$ cat src/common/fastica_pkg.sv
package fastica_pkg;

   // number of whitened channels, which is also the number of matrix rows.
   localparam int NUM_CH = 4;

   // signed fixed point used for z, w, y and g.
   typedef logic signed [25:0] sample_t;

   // full product of two samples before the fraction shift.
   typedef logic signed [51:0] product_t;

   // index of one row of the demixing matrix.
   typedef logic [1:0] row_idx_t;

   typedef enum logic [1:0] {
      IDLE,
      ISSUE,
      DRAIN
   } ctrl_state_t;

endpackage

$ cat src/fastica/fastica_ctrl.sv
`timescale 1ns/100ps

module fastica_ctrl
   import fastica_pkg::*;
(
   input  logic     clk_fast,
   input  logic     rst_n,
   input  logic     go_fast,
   input  logic     done_row,
   output logic     fast_busy,
   output logic     load,
   output logic     issue,
   output row_idx_t issue_row
);

   ctrl_state_t state;
   row_idx_t    row_cnt;

   // operands are captured on the same edge that leaves IDLE.
   assign load = (state == IDLE) && go_fast;

   assign fast_busy = (state != IDLE); // high in every state but IDLE.

   always_ff @(posedge clk_fast or negedge rst_n) begin
      if (!rst_n) begin
         state     <= IDLE;
         row_cnt   <= '0;
         issue     <= 1'b0;
         issue_row <= '0;
      end else begin
         issue <= 1'b0;
         case (state)
            IDLE: begin
               row_cnt <= '0;
               if (go_fast) begin
                  state <= ISSUE;
               end
            end
            ISSUE: begin
               issue     <= 1'b1; // one row per cycle.
               issue_row <= row_cnt;
               row_cnt   <= row_cnt + 1'b1;
               if (row_cnt == row_idx_t'(NUM_CH - 1)) begin
                  state <= DRAIN;
               end
            end
            DRAIN: begin
               // the last row leaves the cube stage and is written on this edge.
               if (done_row) begin
                  state <= IDLE;
               end
            end
            default: begin
               state <= IDLE;
            end
         endcase
      end
   end

endmodule

$ cat config.mk
export PLATFORM = sky130hd
export DESIGN_NAME = fastica_ctrl
export DESIGN_NICKNAME = d
export VERILOG_FILES = /design/src/common/fastica_pkg.sv /design/src/fastica/fastica_ctrl.sv
export SDC_FILE = /design/constraint.sdc
export NUM_CORES = 1
export LEC_CHECK = 0
export CAP_MARGIN = 20
export CORE_AREA = 4 4 41 43
export DETAILED_ROUTE_END_ITERATION = 10
export DIE_AREA = 0 0 45 47
export DONT_BUFFER_PORTS = 1
export GPL_ROUTABILITY_DRIVEN = 0
export SLEW_MARGIN = 20
export SYNTH_ARGS = -nofsm -noshare
export SYNTH_HDL_FRONTEND = slang
export SYNTH_SLANG_ARGS = --single-unit
$ cat constraint.sdc
create_clock -name clk_fast -period 1 [get_ports clk_fast]
set_input_delay 0.1 -clock clk_fast [delete_from_list [all_inputs] [get_ports clk_fast]]
set_output_delay 0.1 -clock clk_fast [all_outputs]
set_load 0.05 [all_outputs]
==> results of run 1 <==
[per-stage QoR]
stage / power, mW / instance area (um2) / TNS, ps
after global placement: 1.45 / 394 / -29.9
after detailed placement: 1.49 / 394 / -99.0
after global routing: 1.94 / 453 / -800
after CTS: 1.82 / 448 / -622
final: 1.81 / 453 / -632
after floorplan: 1.19 / 310 / -145
[cell usage after synthesis]
library cell  number  share of area (%)
o21ai_0            1                1.7
nor3b_1            1                2.5
or2_2              1                2.1
a21o_1             1                2.5
nand2_1            1                1.2
mux2_4             2                 10
a22o_1             1                2.9
or2b_1             1                2.5
ha_1               1                4.2
dfrtp_1            7                 58
inv_2              1                1.2
nor2_1             1                1.2
a21oi_1            1                1.7
nand2b_4           1                4.6
nand2b_1           1                2.1
inv_1              1                1.2
[critical path, cell delays in order (launching register included)]
cell	delay (ps)
dfrtp_1	380
or2_4	260
nor2_4	100
buf_12	140
[cell type report]
type	count	area (um2)
timing repair buffer	10	90.1
fill	147	848
tap	15	18.8
clock buffer	4	26.3
inverter	2	7.51
multi-input combinational	14	134
sequential	7	176
[power breakdown]
| group | internal, mW | switching [mW] | total (mW) |
|---|---|---|---|
| combinational | 0.469 | 0.528 | 0.996 |
| sequential | 0.416 | 0.144 | 0.560 |
| clock | 0.152 | 0.104 | 0.256 |
[layer usage]
layer	track usage [%]	wire length, um
met1	8.33	273
met2	14.1	316
met3	2.68	60
met4	7.02	0
met5	0	0
[registers in the layout (all words and copies together), names as in the netlist]
signal / flops
issue_row: 2
row_cnt: 2
state: 2
issue: 1
[worst paths after layout]
check,to,cells past startpoint
worst max-delay path,load,3
worst min-delay path,state[0],2
worst max register to register,issue_row[0],3
worst min register to register,issue_row[0],1
max in group asynchronous,issue,1
min in group asynchronous,state[1],1
[what timing repair did]
item                                    CTS  global route
buffers inserted                          2             1
pin swaps                                 1             0
gates resized for setup                   1             2
endpoints found under the setup margin    6             7
hold endpoints to repair                  7             0
hold buffers                              1             0
[cell families after synthesis]
kind of cell               count (synthesis)  synth area share, %
buffers and inverters                      2                 2.50
and+or+nand+nor                            7                 16.3
DFF                                        7                 58.3
AOI/OAI and AO/OA                          4                 8.75
muxes                                      2                 10.0
adders and majority gates                  1                 4.17
==> impl_metrics.tcl, run 1 <==
set metrics [dict create \
    ys_seq_area_share_pct 58.3 \
    ys_types 16 \
    vias 227 \
    clkLatencyLatePin_ps 250 \
    wirelength_um 650 \
    drt_iter0_markers 1 \
    layout.cells.non_filler 52 \
    power_leakage_nw 0.226 \
    clock_path_buffers 2 \
    slew_headroom_pct 77.8 \
    ff2ff_setup_slack_ps -110 \
    synth-seq-cells 7 \
    worstSetupPathType "flip-flop to primary output" \
    syn_inst 23 \
    dr.pass1.iters 2 \
    cts_sinks 7 \
    min_period_ps 1230 \
    hp-start "go_fast" \
    drv_cap 0 \
    final_common_cell "buf_4" \
    grt_pass1_wl_um 1200 \
    dp_slack_ps -54.5 \
    antenna_found_initial 0 \
    timing.rr.start "state[1]" \
    path_max_fanout 2 \
    dp_cells 45 \
    first_global_vias 292 \
    cts_buffers 3 \
    cts_tree "yes" \
    hp-class "input pin to flip-flop" \
    crit_path_end_kind "primary output" \
    tightest_slew_ps 331 \
    dp.final_hpwl_um 476 \
    grt-ovfl-total 0 \
    h-tree-depth 1 \
    core_area_um2 1300 \
    arrival_ps 1130 \
    powerDensity_nw_per_um2 4000 \
    mostFrequentLayoutCells "buf_4, dfrtp_1, clkbuf_4, mux2_4" \
    ios 9 \
    hold_ws_ps 21.6 \
    die_x_um 45 \
    status "complete, but fails checks" \
    cts-root-buf "clkbuf_4" \
    path_clk_slew_ps 50 \
    start_kind "flip-flop" \
    synth.avg_cell_area_um2 13.1 \
    start_util_pct 23.1 \
    rsz0062_at_grt "yes" \
    slew_viol_final 0 \
    syn_area_um2 300 \
    startpoint "state[1]" \
    grt_usage_pct 8.35 \
    ant_nets 0 \
    clock_skew_ps 2.68 \
    fmax_mhz 812 \
    route.detailed.drc 0 \
    fp.dieH_um 47 \
    avgRoutedWirePerCell_um 12.5 \
    via_per_inst 4.37 \
    drive_gt1_share_pct 56.8 \
    ys.warnings.count 0 \
    violations "setup timing" \
    area_growth_syn_to_layout_pct 50.8 \
    antennaDiodeCount 0 \
    cp.required_ps 900 \
    grt_start_max_net_pins 8 \
    die_area_um2 2120 \
    syn-num-nets 28 \
    worst_slack_ps -231 \
    fin_crit_sh_pct 123 \
    setup_viol_count_final 4 \
    nets 43 \
    fin_util_pct 34.8 \
    ir_drop_v 0.00163 \
    portBuffers 0 \
    rows 13 \
    hold_viol 0 \
]
No activity file was read; power rests on OpenSTA's default activity.
==> inputs of run 2 (changes only) <==
--- a/config.mk
+++ b/config.mk
@@ -5,12 +5,16 @@
 export SDC_FILE = /design/constraint.sdc
 export NUM_CORES = 1
 export LEC_CHECK = 0
+export BUFFER_PORTS_ARGS = -buffer_cell sky130_fd_sc_hd__buf_2
 export CAP_MARGIN = 20
+export CELL_PAD_IN_SITES_DETAIL_PLACEMENT = 0
+export CELL_PAD_IN_SITES_GLOBAL_PLACEMENT = 1
 export CORE_AREA = 4 4 41 43
 export DETAILED_ROUTE_END_ITERATION = 10
 export DIE_AREA = 0 0 45 47
-export DONT_BUFFER_PORTS = 1
 export GPL_ROUTABILITY_DRIVEN = 0
+export PLACE_DENSITY_LB_ADDON = 0.1
+export SKIP_LAST_GASP = 1
 export SLEW_MARGIN = 20
 export SYNTH_ARGS = -nofsm -noshare
 export SYNTH_HDL_FRONTEND = slang
==> run 2 against run 1 <==
Against the previous run: the run still ends with setup timing left; sequential power down 15%; final cell count is 9.6% higher; highest routed layer is now met4; first-iteration DRC count rose to 7.0 times the previous value; clock skew rose by 0.99 ps; worst setup slack improved by 12 ps; core utilization rose by 2.0 points; maximum frequency rose by 1.0%; sequential cell count unchanged; global-route usage is 0.38 points lower.
==> impl_metrics.tcl, run 2 (synthesis gave the netlist of run 1 again) <==
set metrics [dict create \
    swShare_pct 42.0 \
    power_leakage_nw 0.246 \
    drt_iter0_markers 7 \
    clkLatencyLatePin_ps 250 \
    worst_slack_ps -219 \
    nets 48 \
    timing.rr.start "state[1]" \
    powerDensity_nw_per_um2 3850 \
    final_area_um2 479 \
    grt_start_max_net_pins 8 \
    internal_power_mw 1.07 \
    startpoint "state[0]" \
    mostFrequentLayoutCells "dfrtp_1, buf_2, clkbuf_4, buf_6, buf_4" \
    cts-root-buf "clkbuf_4" \
    antenna_found_initial 0 \
    clock_skew_ps 3.67 \
    die_area_um2 2120 \
    critPathSlowestCell "dfrtp_1" \
    setup_viol_count_final 6 \
    ant_nets 0 \
    path_max_fanout 2 \
    start_util_pct 23.1 \
    fin_util_pct 36.8 \
    r2r_cells 3 \
    cts_buffers 3 \
    route.detailed.drc 0 \
    hold_viol 0 \
    pwr-share-clk_pct 13.4 \
    start_kind "flip-flop" \
    hold_path_depth 3 \
    slew_viol_final 0 \
    fp.dieH_um 47 \
    die_x_um 45 \
    rows 13 \
    path_cells "or2_4 -> nor2_4 -> buf_8" \
    cp.required_ps 900 \
    first_global_vias 249 \
    tightest_slew_ps 251 \
    vias 236 \
    core_area_um2 1300 \
    avgRoutedWirePerCell_um 10.9 \
    cts_sinks 7 \
    area_growth_syn_to_layout_pct 59.6 \
    reg_top3 "issue_row x2, row_cnt x2, state x2" \
    grt_usage_pct 7.97 \
    cts_tree "yes" \
    path_clk_slew_ps 50 \
    portBuffers 8 \
    violations "setup timing" \
    dpl_cell_area_um2 399 \
    clock_path_buffers 2 \
    p_sw_mw 0.774 \
    grt_pass1_wl_um 1100 \
    ios 9 \
    slew_headroom_pct 83.4 \
    grt-ovfl-total 0 \
    fmax_mhz 820 \
    r2r_end "issue_row[1]" \
    drive_gt1_share_pct 57.1 \
    min_period_ps 1220 \
    worstSetupPathType "flip-flop to primary output" \
    final_common_cell "dfrtp_1" \
    ir_drop_v 0.00130 \
    status "complete, but fails checks" \
    critPathMaxStageDelay_ps 370 \
    h-tree-depth 1 \
    dp.final_hpwl_um 452 \
    antennaDiodeCount 0 \
    via_per_inst 4.14 \
    ff2ff_setup_slack_ps -70 \
    arrival_ps 1120 \
    fin_crit_sh_pct 122 \
    seq_power_share_pct 25.8 \
    rsz0062_at_grt "yes" \
    hp-class "input pin to flip-flop" \
    crit_path_end_kind "primary output" \
    dr.pass1.iters 3 \
    crit_end "load" \
    wirelength_um 622 \
    drv_cap 0 \
    pwr-share-comb_pct 60.8 \
]
## run 2: changes by cell type in the layout (fill, tap and decap cells not counted), sizes merged
cell and delta:
buf +4, clkbuf +1
## run 2: worst min-delay path by stage
stage,startpoint,to,slack [ps]
after floorplan,rst_n,issue,-200
after detailed placement,rst_n,state[1],-60
final,go_fast,state[0],110
after global placement,rst_n,issue,-60
after global routing,go_fast,state[0],110
after CTS,go_fast,state[0],100
## run 2: worst max-delay path, delay by kind of cell, from the launching register on
family,cells,cell delay (ps)
buffers and inverters,1,150
flip-flops,1,370
AND/OR/NAND/NOR,2,350
## run 2: metal layers
| layer | share of wire [%] | global-route usage [%] |
|---|---|---|
| met1 | 39 | 8.86 |
| met2 | 53 | 11.6 |
| met3 | 5.8 | 4.60 |
| met4 | 1.4 | 5.26 |
| met5 | 0 | 0 |
## run 2: area by class of cell
type,instances,area [um2]
multi-input cells,14,130
repair buffers,15,119
inverters,2,10.0
fillers,145,822
flip-flops and latches,7,175
well taps,15,18.8
clock buffers,4,26.3
## run 2: power by group through the flow
stage	Combinational, mW	Clock (mW)	Sequential, mW
after floorplan	0.492	0	0.700
after global placement	0.974	0	0.474
after detailed placement	0.973	0	0.480
after CTS	1.06	0.266	0.477
after global routing	1.20	0.280	0.492
final	1.12	0.247	0.476
## run 2: through the flow
step                      instances  total power [mW]  setup WS, ps  setup TNS, ps  hold slack [ps]
final                            57              1.85          -219           -585              111
after detailed placement         50              1.45         -98.2           -155            -59.7
after CTS                        57              1.80          -240           -690              100
after global routing             57              1.97          -274           -857              108
after global placement           50              1.45         -85.5           -136            -58.9
after floorplan                  23              1.19          -145           -145             -196
## run 2: timing repair
item                                    in CTS  in global routing
gates resized for setup                      4                  5
endpoints found under the setup margin       5                  8
hold buffers                                 1                  0
setup buffers                                2                  1
pin swaps                                    2                  2
hold endpoints to repair                     7                  0
