==> src/common/fastica_pkg.sv <==
package fastica_pkg;

   // number of whitened channels, which is also the number of matrix rows.
   localparam int NUM_CH = 4;

   // signed fixed point used for z, w, y and g.
   typedef logic signed [25:0] sample_t;

   // full product of two samples before the fraction shift.
   typedef logic signed [51:0] product_t;

   // index of one row of the demixing matrix.
   typedef logic [1:0] row_idx_t;

   typedef enum logic [1:0] {
      IDLE,
      ISSUE,
      DRAIN
   } ctrl_state_t;

endpackage

==> src/common/fastica_row_if.sv <==
`timescale 1ns/100ps

interface fastica_row_if
   import fastica_pkg::*;
();

   logic                     valid; // one-cycle strobe per row.
   row_idx_t                 row;
   sample_t                  val;   // y after projection, g after the cube.
   sample_t [NUM_CH-1:0]     w;     // original weights of this row.

   modport src (
      output valid,
      output row,
      output val,
      output w
   );

   modport dst (
      input valid,
      input row,
      input val,
      input w
   );

endinterface

==> src/fastica/fastica_cube.sv <==
`timescale 1ns/100ps

module fastica_cube
   import fastica_pkg::*;
#(
   parameter int FRAC_BITS = 16
) (
   input logic        clk_fast,
   input logic        rst_n,
   fastica_row_if.dst proj,
   fastica_row_if.src cube
);

   logic                 sq_valid;
   row_idx_t             sq_row;
   sample_t              sq_val;
   sample_t              sq_y;  // y is needed again for the second multiply.
   sample_t [NUM_CH-1:0] sq_w;
   product_t             sq_prod;
   product_t             cu_prod;

   assign sq_prod = proj.val * proj.val;
   assign cu_prod = sq_val * sq_y;

   always_ff @(posedge clk_fast or negedge rst_n) begin
      if (!rst_n) begin
         sq_valid   <= 1'b0;
         cube.valid <= 1'b0;
      end else begin
         sq_valid   <= proj.valid;
         cube.valid <= sq_valid;
      end
   end

   always_ff @(posedge clk_fast) begin
      sq_row   <= proj.row;
      sq_val   <= sample_t'(sq_prod >>> FRAC_BITS);
      sq_y     <= proj.val;
      sq_w     <= proj.w;
      cube.row <= sq_row;
      cube.val <= sample_t'(cu_prod >>> FRAC_BITS); // g is y cubed.
      cube.w   <= sq_w;
   end

endmodule

==> src/flat_wrapper.sv <==
// flat-port wrapper written by rule: the top's interface ports become plain ports
module fastica_cube_flat import fastica_pkg::*;
#(
   parameter int FRAC_BITS = 16
)
  (clk_fast, rst_n, proj_valid, proj_row, proj_val, proj_w, cube_valid, cube_row, cube_val, cube_w);
  fastica_row_if proj_i ();
  fastica_row_if cube_i ();
  input logic clk_fast;
  input logic rst_n;
  input wire logic [$bits(proj_i.valid)-1:0] proj_valid;
  input wire logic [$bits(proj_i.row)-1:0] proj_row;
  input wire logic [$bits(proj_i.val)-1:0] proj_val;
  input wire logic [$bits(proj_i.w)-1:0] proj_w;
  output wire logic [$bits(cube_i.valid)-1:0] cube_valid;
  output wire logic [$bits(cube_i.row)-1:0] cube_row;
  output wire logic [$bits(cube_i.val)-1:0] cube_val;
  output wire logic [$bits(cube_i.w)-1:0] cube_w;
  assign proj_i.valid = proj_valid;
  assign proj_i.row = proj_row;
  assign proj_i.val = proj_val;
  assign proj_i.w = proj_w;
  assign cube_valid = cube_i.valid;
  assign cube_row = cube_i.row;
  assign cube_val = cube_i.val;
  assign cube_w = cube_i.w;
  fastica_cube #(.FRAC_BITS(FRAC_BITS)) u_core (.clk_fast(clk_fast), .rst_n(rst_n), .proj(proj_i), .cube(cube_i));
endmodule
==> config.mk <==
export PLATFORM = sky130hd
export DESIGN_NAME = fastica_cube_flat
export DESIGN_NICKNAME = d
export VERILOG_FILES = /design/src/common/fastica_pkg.sv /design/src/common/fastica_row_if.sv /design/src/fastica/fastica_cube.sv /design/src/flat_wrapper.sv
export SDC_FILE = /design/constraint.sdc
export NUM_CORES = 2
export LEC_CHECK = 0
export BUFFER_PORTS_ARGS = -buffer_cell sky130_fd_sc_hd__buf_2
export CELL_PAD_IN_SITES_DETAIL_PLACEMENT = 1
export CELL_PAD_IN_SITES_GLOBAL_PLACEMENT = 2
export CORE_MARGIN = 2
export CORE_UTILIZATION = 24
export CTS_CLUSTER_DIAMETER = 200
export DETAILED_ROUTE_END_ITERATION = 8
export MAX_ROUTING_LAYER = met4
export PLACE_DENSITY_LB_ADDON = 0.25
export SYNTH_ARGS = -nofsm -noshare
export SYNTH_HDL_FRONTEND = slang
export SYNTH_SLANG_ARGS = --single-unit
==> constraint.sdc <==
create_clock -name clk_fast -period 7.6 [get_ports clk_fast]
set_input_delay 0.76 -clock clk_fast [delete_from_list [all_inputs] [get_ports clk_fast]]
set_output_delay 0.76 -clock clk_fast [all_outputs]
set_load 0.01 [all_outputs]
==> report_table.html <==
<table>
<tr><th>Metric</th><th>Value</th></tr>
<tr><th colspan="2">Outcome</th></tr>
<tr><td>Run status</td><td>finished clean</td></tr>
<tr><th colspan="2">Synth</th></tr>
<tr><td>Number of synthesized flops with an enable pin</td><td>0</td></tr>
<tr><td>Post-synthesis simple-gate area fraction</td><td>11.9%</td></tr>
<tr><td>Adder-cell area share of the yosys netlist</td><td>58.1%</td></tr>
<tr><td>Number of distinct library cell variants in the gate-level netlist after synthesis</td><td>60</td></tr>
<tr><td>Cell types with the largest area share after synthesis</td><td>sky130_fd_sc_hd__fa_1, sky130_fd_sc_hd__dfxtp_1, sky130_fd_sc_hd__inv_1, sky130_fd_sc_hd__ha_1, sky130_fd_sc_hd__and2_1</td></tr>
<tr><td>Yosys synthesis warning count</td><td>0</td></tr>
<tr><td>Complex-gate fraction of the synthesized area</td><td>2.58%</td></tr>
<tr><td>Number of synthesized register bits</td><td>292</td></tr>
<tr><td>Combinational family with the most area after synthesis</td><td>adder cells</td></tr>
<tr><td>Share of synthesized area spent on multiplexers</td><td>0.0224%</td></tr>
<tr><td>Most used DFF post-synth</td><td>sky130_fd_sc_hd__dfxtp_1</td></tr>
<tr><td>Synthesized instance count</td><td>4499</td></tr>
<tr><td>Avg Inst Size Synth</td><td>9.95 sq um</td></tr>
<tr><td>Mapped cell area</td><td>0.0448 sq mm</td></tr>
<tr><td>XOR/XNOR share of the synthesized area</td><td>2.05%</td></tr>
<tr><td>Ys async rst share</td><td>0.685%</td></tr>
<tr><td>Library cell with the largest summed area after synthesis</td><td>sky130_fd_sc_hd__fa_1</td></tr>
<tr><td>Synth top area share</td><td>50.6%</td></tr>
<tr><td>Proportion of synthesized chip area in sequential cells</td><td>13.1%</td></tr>
<tr><td>Net count after synthesis</td><td>6032</td></tr>
<tr><th colspan="2">Critical path</th></tr>
<tr><td>Flop2flop setup slack</td><td>390 ps</td></tr>
<tr><td>Destination of the worst register-to-register timing path</td><td>u_core.cube.val[15]</td></tr>
<tr><td>Kind of end point of the critical path</td><td>flop</td></tr>
<tr><td>Destination of the critical timing path</td><td>u_core.cube.val[15]</td></tr>
<tr><td>Number of cells on the worst reg-to-reg path</td><td>21</td></tr>
<tr><td>Startpoint type of the worst setup path</td><td>flop</td></tr>
<tr><td>Origin of the worst setup path</td><td>u_core.sq_y[9]</td></tr>
<tr><td>Critical path arrival</td><td>7690 ps</td></tr>
<tr><td>Critical path type</td><td>reg -&gt; reg</td></tr>
<tr><td>Startpoint of the most critical register-to-register path</td><td>u_core.sq_y[9]</td></tr>
<tr><td>Required time at the worst-slack endpoint</td><td>8080 ps</td></tr>
<tr><td>Crit path max fanout</td><td>10</td></tr>
<tr><th colspan="2">Cells and area</th></tr>
<tr><td>Total area of sequential cells</td><td>0.00586 sq mm</td></tr>
<tr><td>Most common cell after layout, fill and taps aside</td><td>sky130_fd_sc_hd__inv_1</td></tr>
<tr><td>Commonest cells after routing, fill and taps aside</td><td>sky130_fd_sc_hd__inv_1, sky130_fd_sc_hd__fa_1, sky130_fd_sc_hd__nand2_1</td></tr>
<tr><td>Number of nets in the final layout</td><td>6378</td></tr>
<tr><td>Area of combinational cells with multiple inputs</td><td>0.0334 sq mm</td></tr>
<tr><td>Final Instance Count excl. Fillers</td><td>7356</td></tr>
<tr><td>Post-layout utilization of the core</td><td>27.8%</td></tr>
<tr><td>Synth-to-layout area growth</td><td>15.0%</td></tr>
<tr><td>Non-Filler Cell Area, Final</td><td>0.0515 sq mm</td></tr>
<tr><td>Layout filler cell count</td><td>21.4k</td></tr>
<tr><td>Proportion of layout cells with a drive suffix above 1</td><td>11.5%</td></tr>
<tr><th colspan="2">Job</th></tr>
<tr><td>Max Cap Viol</td><td>0</td></tr>
<tr><th colspan="2">Placement</th></tr>
<tr><td>Cell area after placement</td><td>0.0502 sq mm</td></tr>
<tr><td>Placer congestion estimate</td><td>0.786</td></tr>
<tr><td>Post-detailed-placement half-perimeter wirelength</td><td>117000 microns</td></tr>
<tr><td>Port Buffers</td><td>267</td></tr>
<tr><td>DP Cell Count</td><td>7285</td></tr>
<tr><th colspan="2">GRT</th></tr>
<tr><td>Pin count of the biggest net entering global routing</td><td>27</td></tr>
<tr><td>Wire length of the first global-routing pass</td><td>216000 microns</td></tr>
<tr><td>Vias in the first global route</td><td>35.3k</td></tr>
<tr><td>Number of antenna violations at the first check in global routing</td><td>10</td></tr>
<tr><td>Total gr overflow</td><td>0</td></tr>
<tr><td>GRT Overall Usage</td><td>15.4%</td></tr>
<tr><th colspan="2">Die</th></tr>
<tr><td>Placeable Area</td><td>0.185 sq mm</td></tr>
<tr><td>Boundary Pins</td><td>268</td></tr>
<tr><td>Total Die Area</td><td>0.190 sq mm</td></tr>
<tr><td>Effective utilization at floorplan</td><td>24.1%</td></tr>
<tr><td>Die W</td><td>436 microns</td></tr>
<tr><td>Die Y-Extent</td><td>436 microns</td></tr>
<tr><td># rows</td><td>158</td></tr>
<tr><th colspan="2">Clock tree</th></tr>
<tr><td>CTS root buffer</td><td>sky130_fd_sc_hd__clkbuf_16</td></tr>
<tr><td>Clock transition at path regs</td><td>70 ps</td></tr>
<tr><td>Clock latency on the worst-skew pair</td><td>620 ps</td></tr>
<tr><td>Post-cts gate resize count</td><td>0</td></tr>
<tr><td>CTS tree</td><td>done</td></tr>
<tr><td>Post-CTS repair timing setup buffer count</td><td>0</td></tr>
<tr><td>CTS Sinks</td><td>292</td></tr>
<tr><td>CTS H-Tree Depth</td><td>2</td></tr>
<tr><td>Num CTS Buffers</td><td>37</td></tr>
<tr><td>Max Root-Sink Buffers</td><td>3</td></tr>
<tr><td># hold bufs at CTS</td><td>1</td></tr>
<tr><th colspan="2">Drt</th></tr>
<tr><td>Number of remaining DRC errors</td><td>0</td></tr>
<tr><td>WL per Instance</td><td>18.5 microns</td></tr>
<tr><td>Drt pass-1 iters</td><td>5</td></tr>
<tr><td>Drt total wl</td><td>136000 microns</td></tr>
<tr><td>Detail Route Antenna Nets</td><td>0</td></tr>
<tr><td>Ratio of routed vias to standard cells</td><td>3.98</td></tr>
<tr><td>Total via count after detailed routing</td><td>29.3k</td></tr>
<tr><td>Initial drt markers</td><td>1029</td></tr>
<tr><th colspan="2">Timing</th></tr>
<tr><td>Count of final max-slew check failures</td><td>0</td></tr>
<tr><td>Setup violators final</td><td>0</td></tr>
<tr><td>Total Neg Setup Slack</td><td>0 ps</td></tr>
<tr><td>Fin. Hold Viols</td><td>0</td></tr>
<tr><td>Normalized max-slew margin</td><td>42.9%</td></tr>
<tr><td>Final worst-path cycle share</td><td>94.9%</td></tr>
<tr><td>Slew @ Worst Pin</td><td>855 ps</td></tr>
<tr><td>Setup repair after global routing missed its margin</td><td>false</td></tr>
<tr><td>Shortest clock period the worst path allows after layout</td><td>7210 ps</td></tr>
<tr><td>Post-route clock skew</td><td>52.4 ps</td></tr>
<tr><td>Highest attainable clock frequency</td><td>139 MHz</td></tr>
<tr><th colspan="2">Worst hold path</th></tr>
<tr><td>Worst min path class</td><td>in -&gt; reg</td></tr>
<tr><td>Startpoint of the lowest-slack hold path</td><td>proj_w[73]</td></tr>
</table>
worst max-delay path: stages (launching register included):
cell                        delay, ps
sky130_fd_sc_hd__dfxtp_1          760
sky130_fd_sc_hd__buf_4            290
sky130_fd_sc_hd__and2_1           180
sky130_fd_sc_hd__fa_1             450
sky130_fd_sc_hd__fa_1             510
sky130_fd_sc_hd__inv_1             50
sky130_fd_sc_hd__fa_1             480
sky130_fd_sc_hd__inv_1             50
sky130_fd_sc_hd__fa_1             460
sky130_fd_sc_hd__fa_1             480
sky130_fd_sc_hd__fa_1             580
sky130_fd_sc_hd__fa_1             430
sky130_fd_sc_hd__ha_1             390
sky130_fd_sc_hd__and3_1           200
sky130_fd_sc_hd__nand2_1           60
sky130_fd_sc_hd__a2111oi_0        380
sky130_fd_sc_hd__a211o_1          330
sky130_fd_sc_hd__nand3_2          240
sky130_fd_sc_hd__buf_4            200
sky130_fd_sc_hd__a21boi_2         140
sky130_fd_sc_hd__o21ai_0          100
sky130_fd_sc_hd__a221oi_1         290
area by class of cell:
cell class,count,share of cell area (%)
multi-input cells,2735,64.9
flip-flops and latches,292,11.4
inverters,1305,9.52
well taps,2480,6.03
repair buffers,474,5.84
clock buffers,44,1.89
clock inverters,21,0.467
diodes,5,0.0243
synthesized netlist by cell type, types with 11 or more instances:
library cell,count
sky130_fd_sc_hd__xnor2_1,83
sky130_fd_sc_hd__a21oi_1,46
sky130_fd_sc_hd__clkbuf_1,163
sky130_fd_sc_hd__ha_1,266
sky130_fd_sc_hd__nor2b_1,17
sky130_fd_sc_hd__fa_1,1132
sky130_fd_sc_hd__a21o_1,25
sky130_fd_sc_hd__nor2_1,48
sky130_fd_sc_hd__nand2b_1,17
sky130_fd_sc_hd__xor2_1,22
sky130_fd_sc_hd__dfxtp_1,290
sky130_fd_sc_hd__inv_1,1305
sky130_fd_sc_hd__and2_1,427
sky130_fd_sc_hd__nand2_1,513
sky130_fd_sc_hd__o21ai_0,17
sky130_fd_sc_hd__nand3_1,11
kinds of logic after synthesis:
group / after synthesis
AO/OA/AOI/OAI: 158
XOR/XNOR: 105
adder cells (fa/ha/maj): 1398
buffers and inverters: 1472
flip-flops: 292
multiplexers: 1
AND/OR/NAND/NOR: 1073
per-stage QoR:
step                      setup WS [ps]  hold slack [ps]
after floorplan                     684              310
after global placement              207              309
after detailed placement           96.9              313
after CTS                           362              211
after global routing               92.5              231
final                               387              266
worst min path at each step:
stage	to	cells after the start
final	u_core.sq_w[73]	1
after global routing	u_core.sq_w[19]	1
after CTS	u_core.sq_w[73]	1
after detailed placement	u_core.cube.w[66]	0
after global placement	u_core.cube.w[63]	0
after floorplan	u_core.cube.row[0]	0
sequential cells by signal, indices dropped and copies added, names as in the netlist:
register	cells
u_core.cube.val	26
u_core.sq_val	26
u_core.sq_valid	1
u_core.cube.row	2
u_core.cube.w	104
u_core.cube.valid	1
u_core.sq_y	26
u_core.sq_row	2
u_core.sq_w	104
metal layers:
layer / GRT usage, % / vias to the layer above / share of wire [%]
met5: - / - / 0
met4: 2.17 / 0 / 1.3
met1: 20.1 / 15529 / 46
met3: 1.43 / 86 / 2.4
li1: - / 13348 / -
met2: 26.6 / 288 / 50
Power is left out: the tool's default activity adds up to more than one toggle a clock period on the data nets, which glitch-free logic cannot reach.
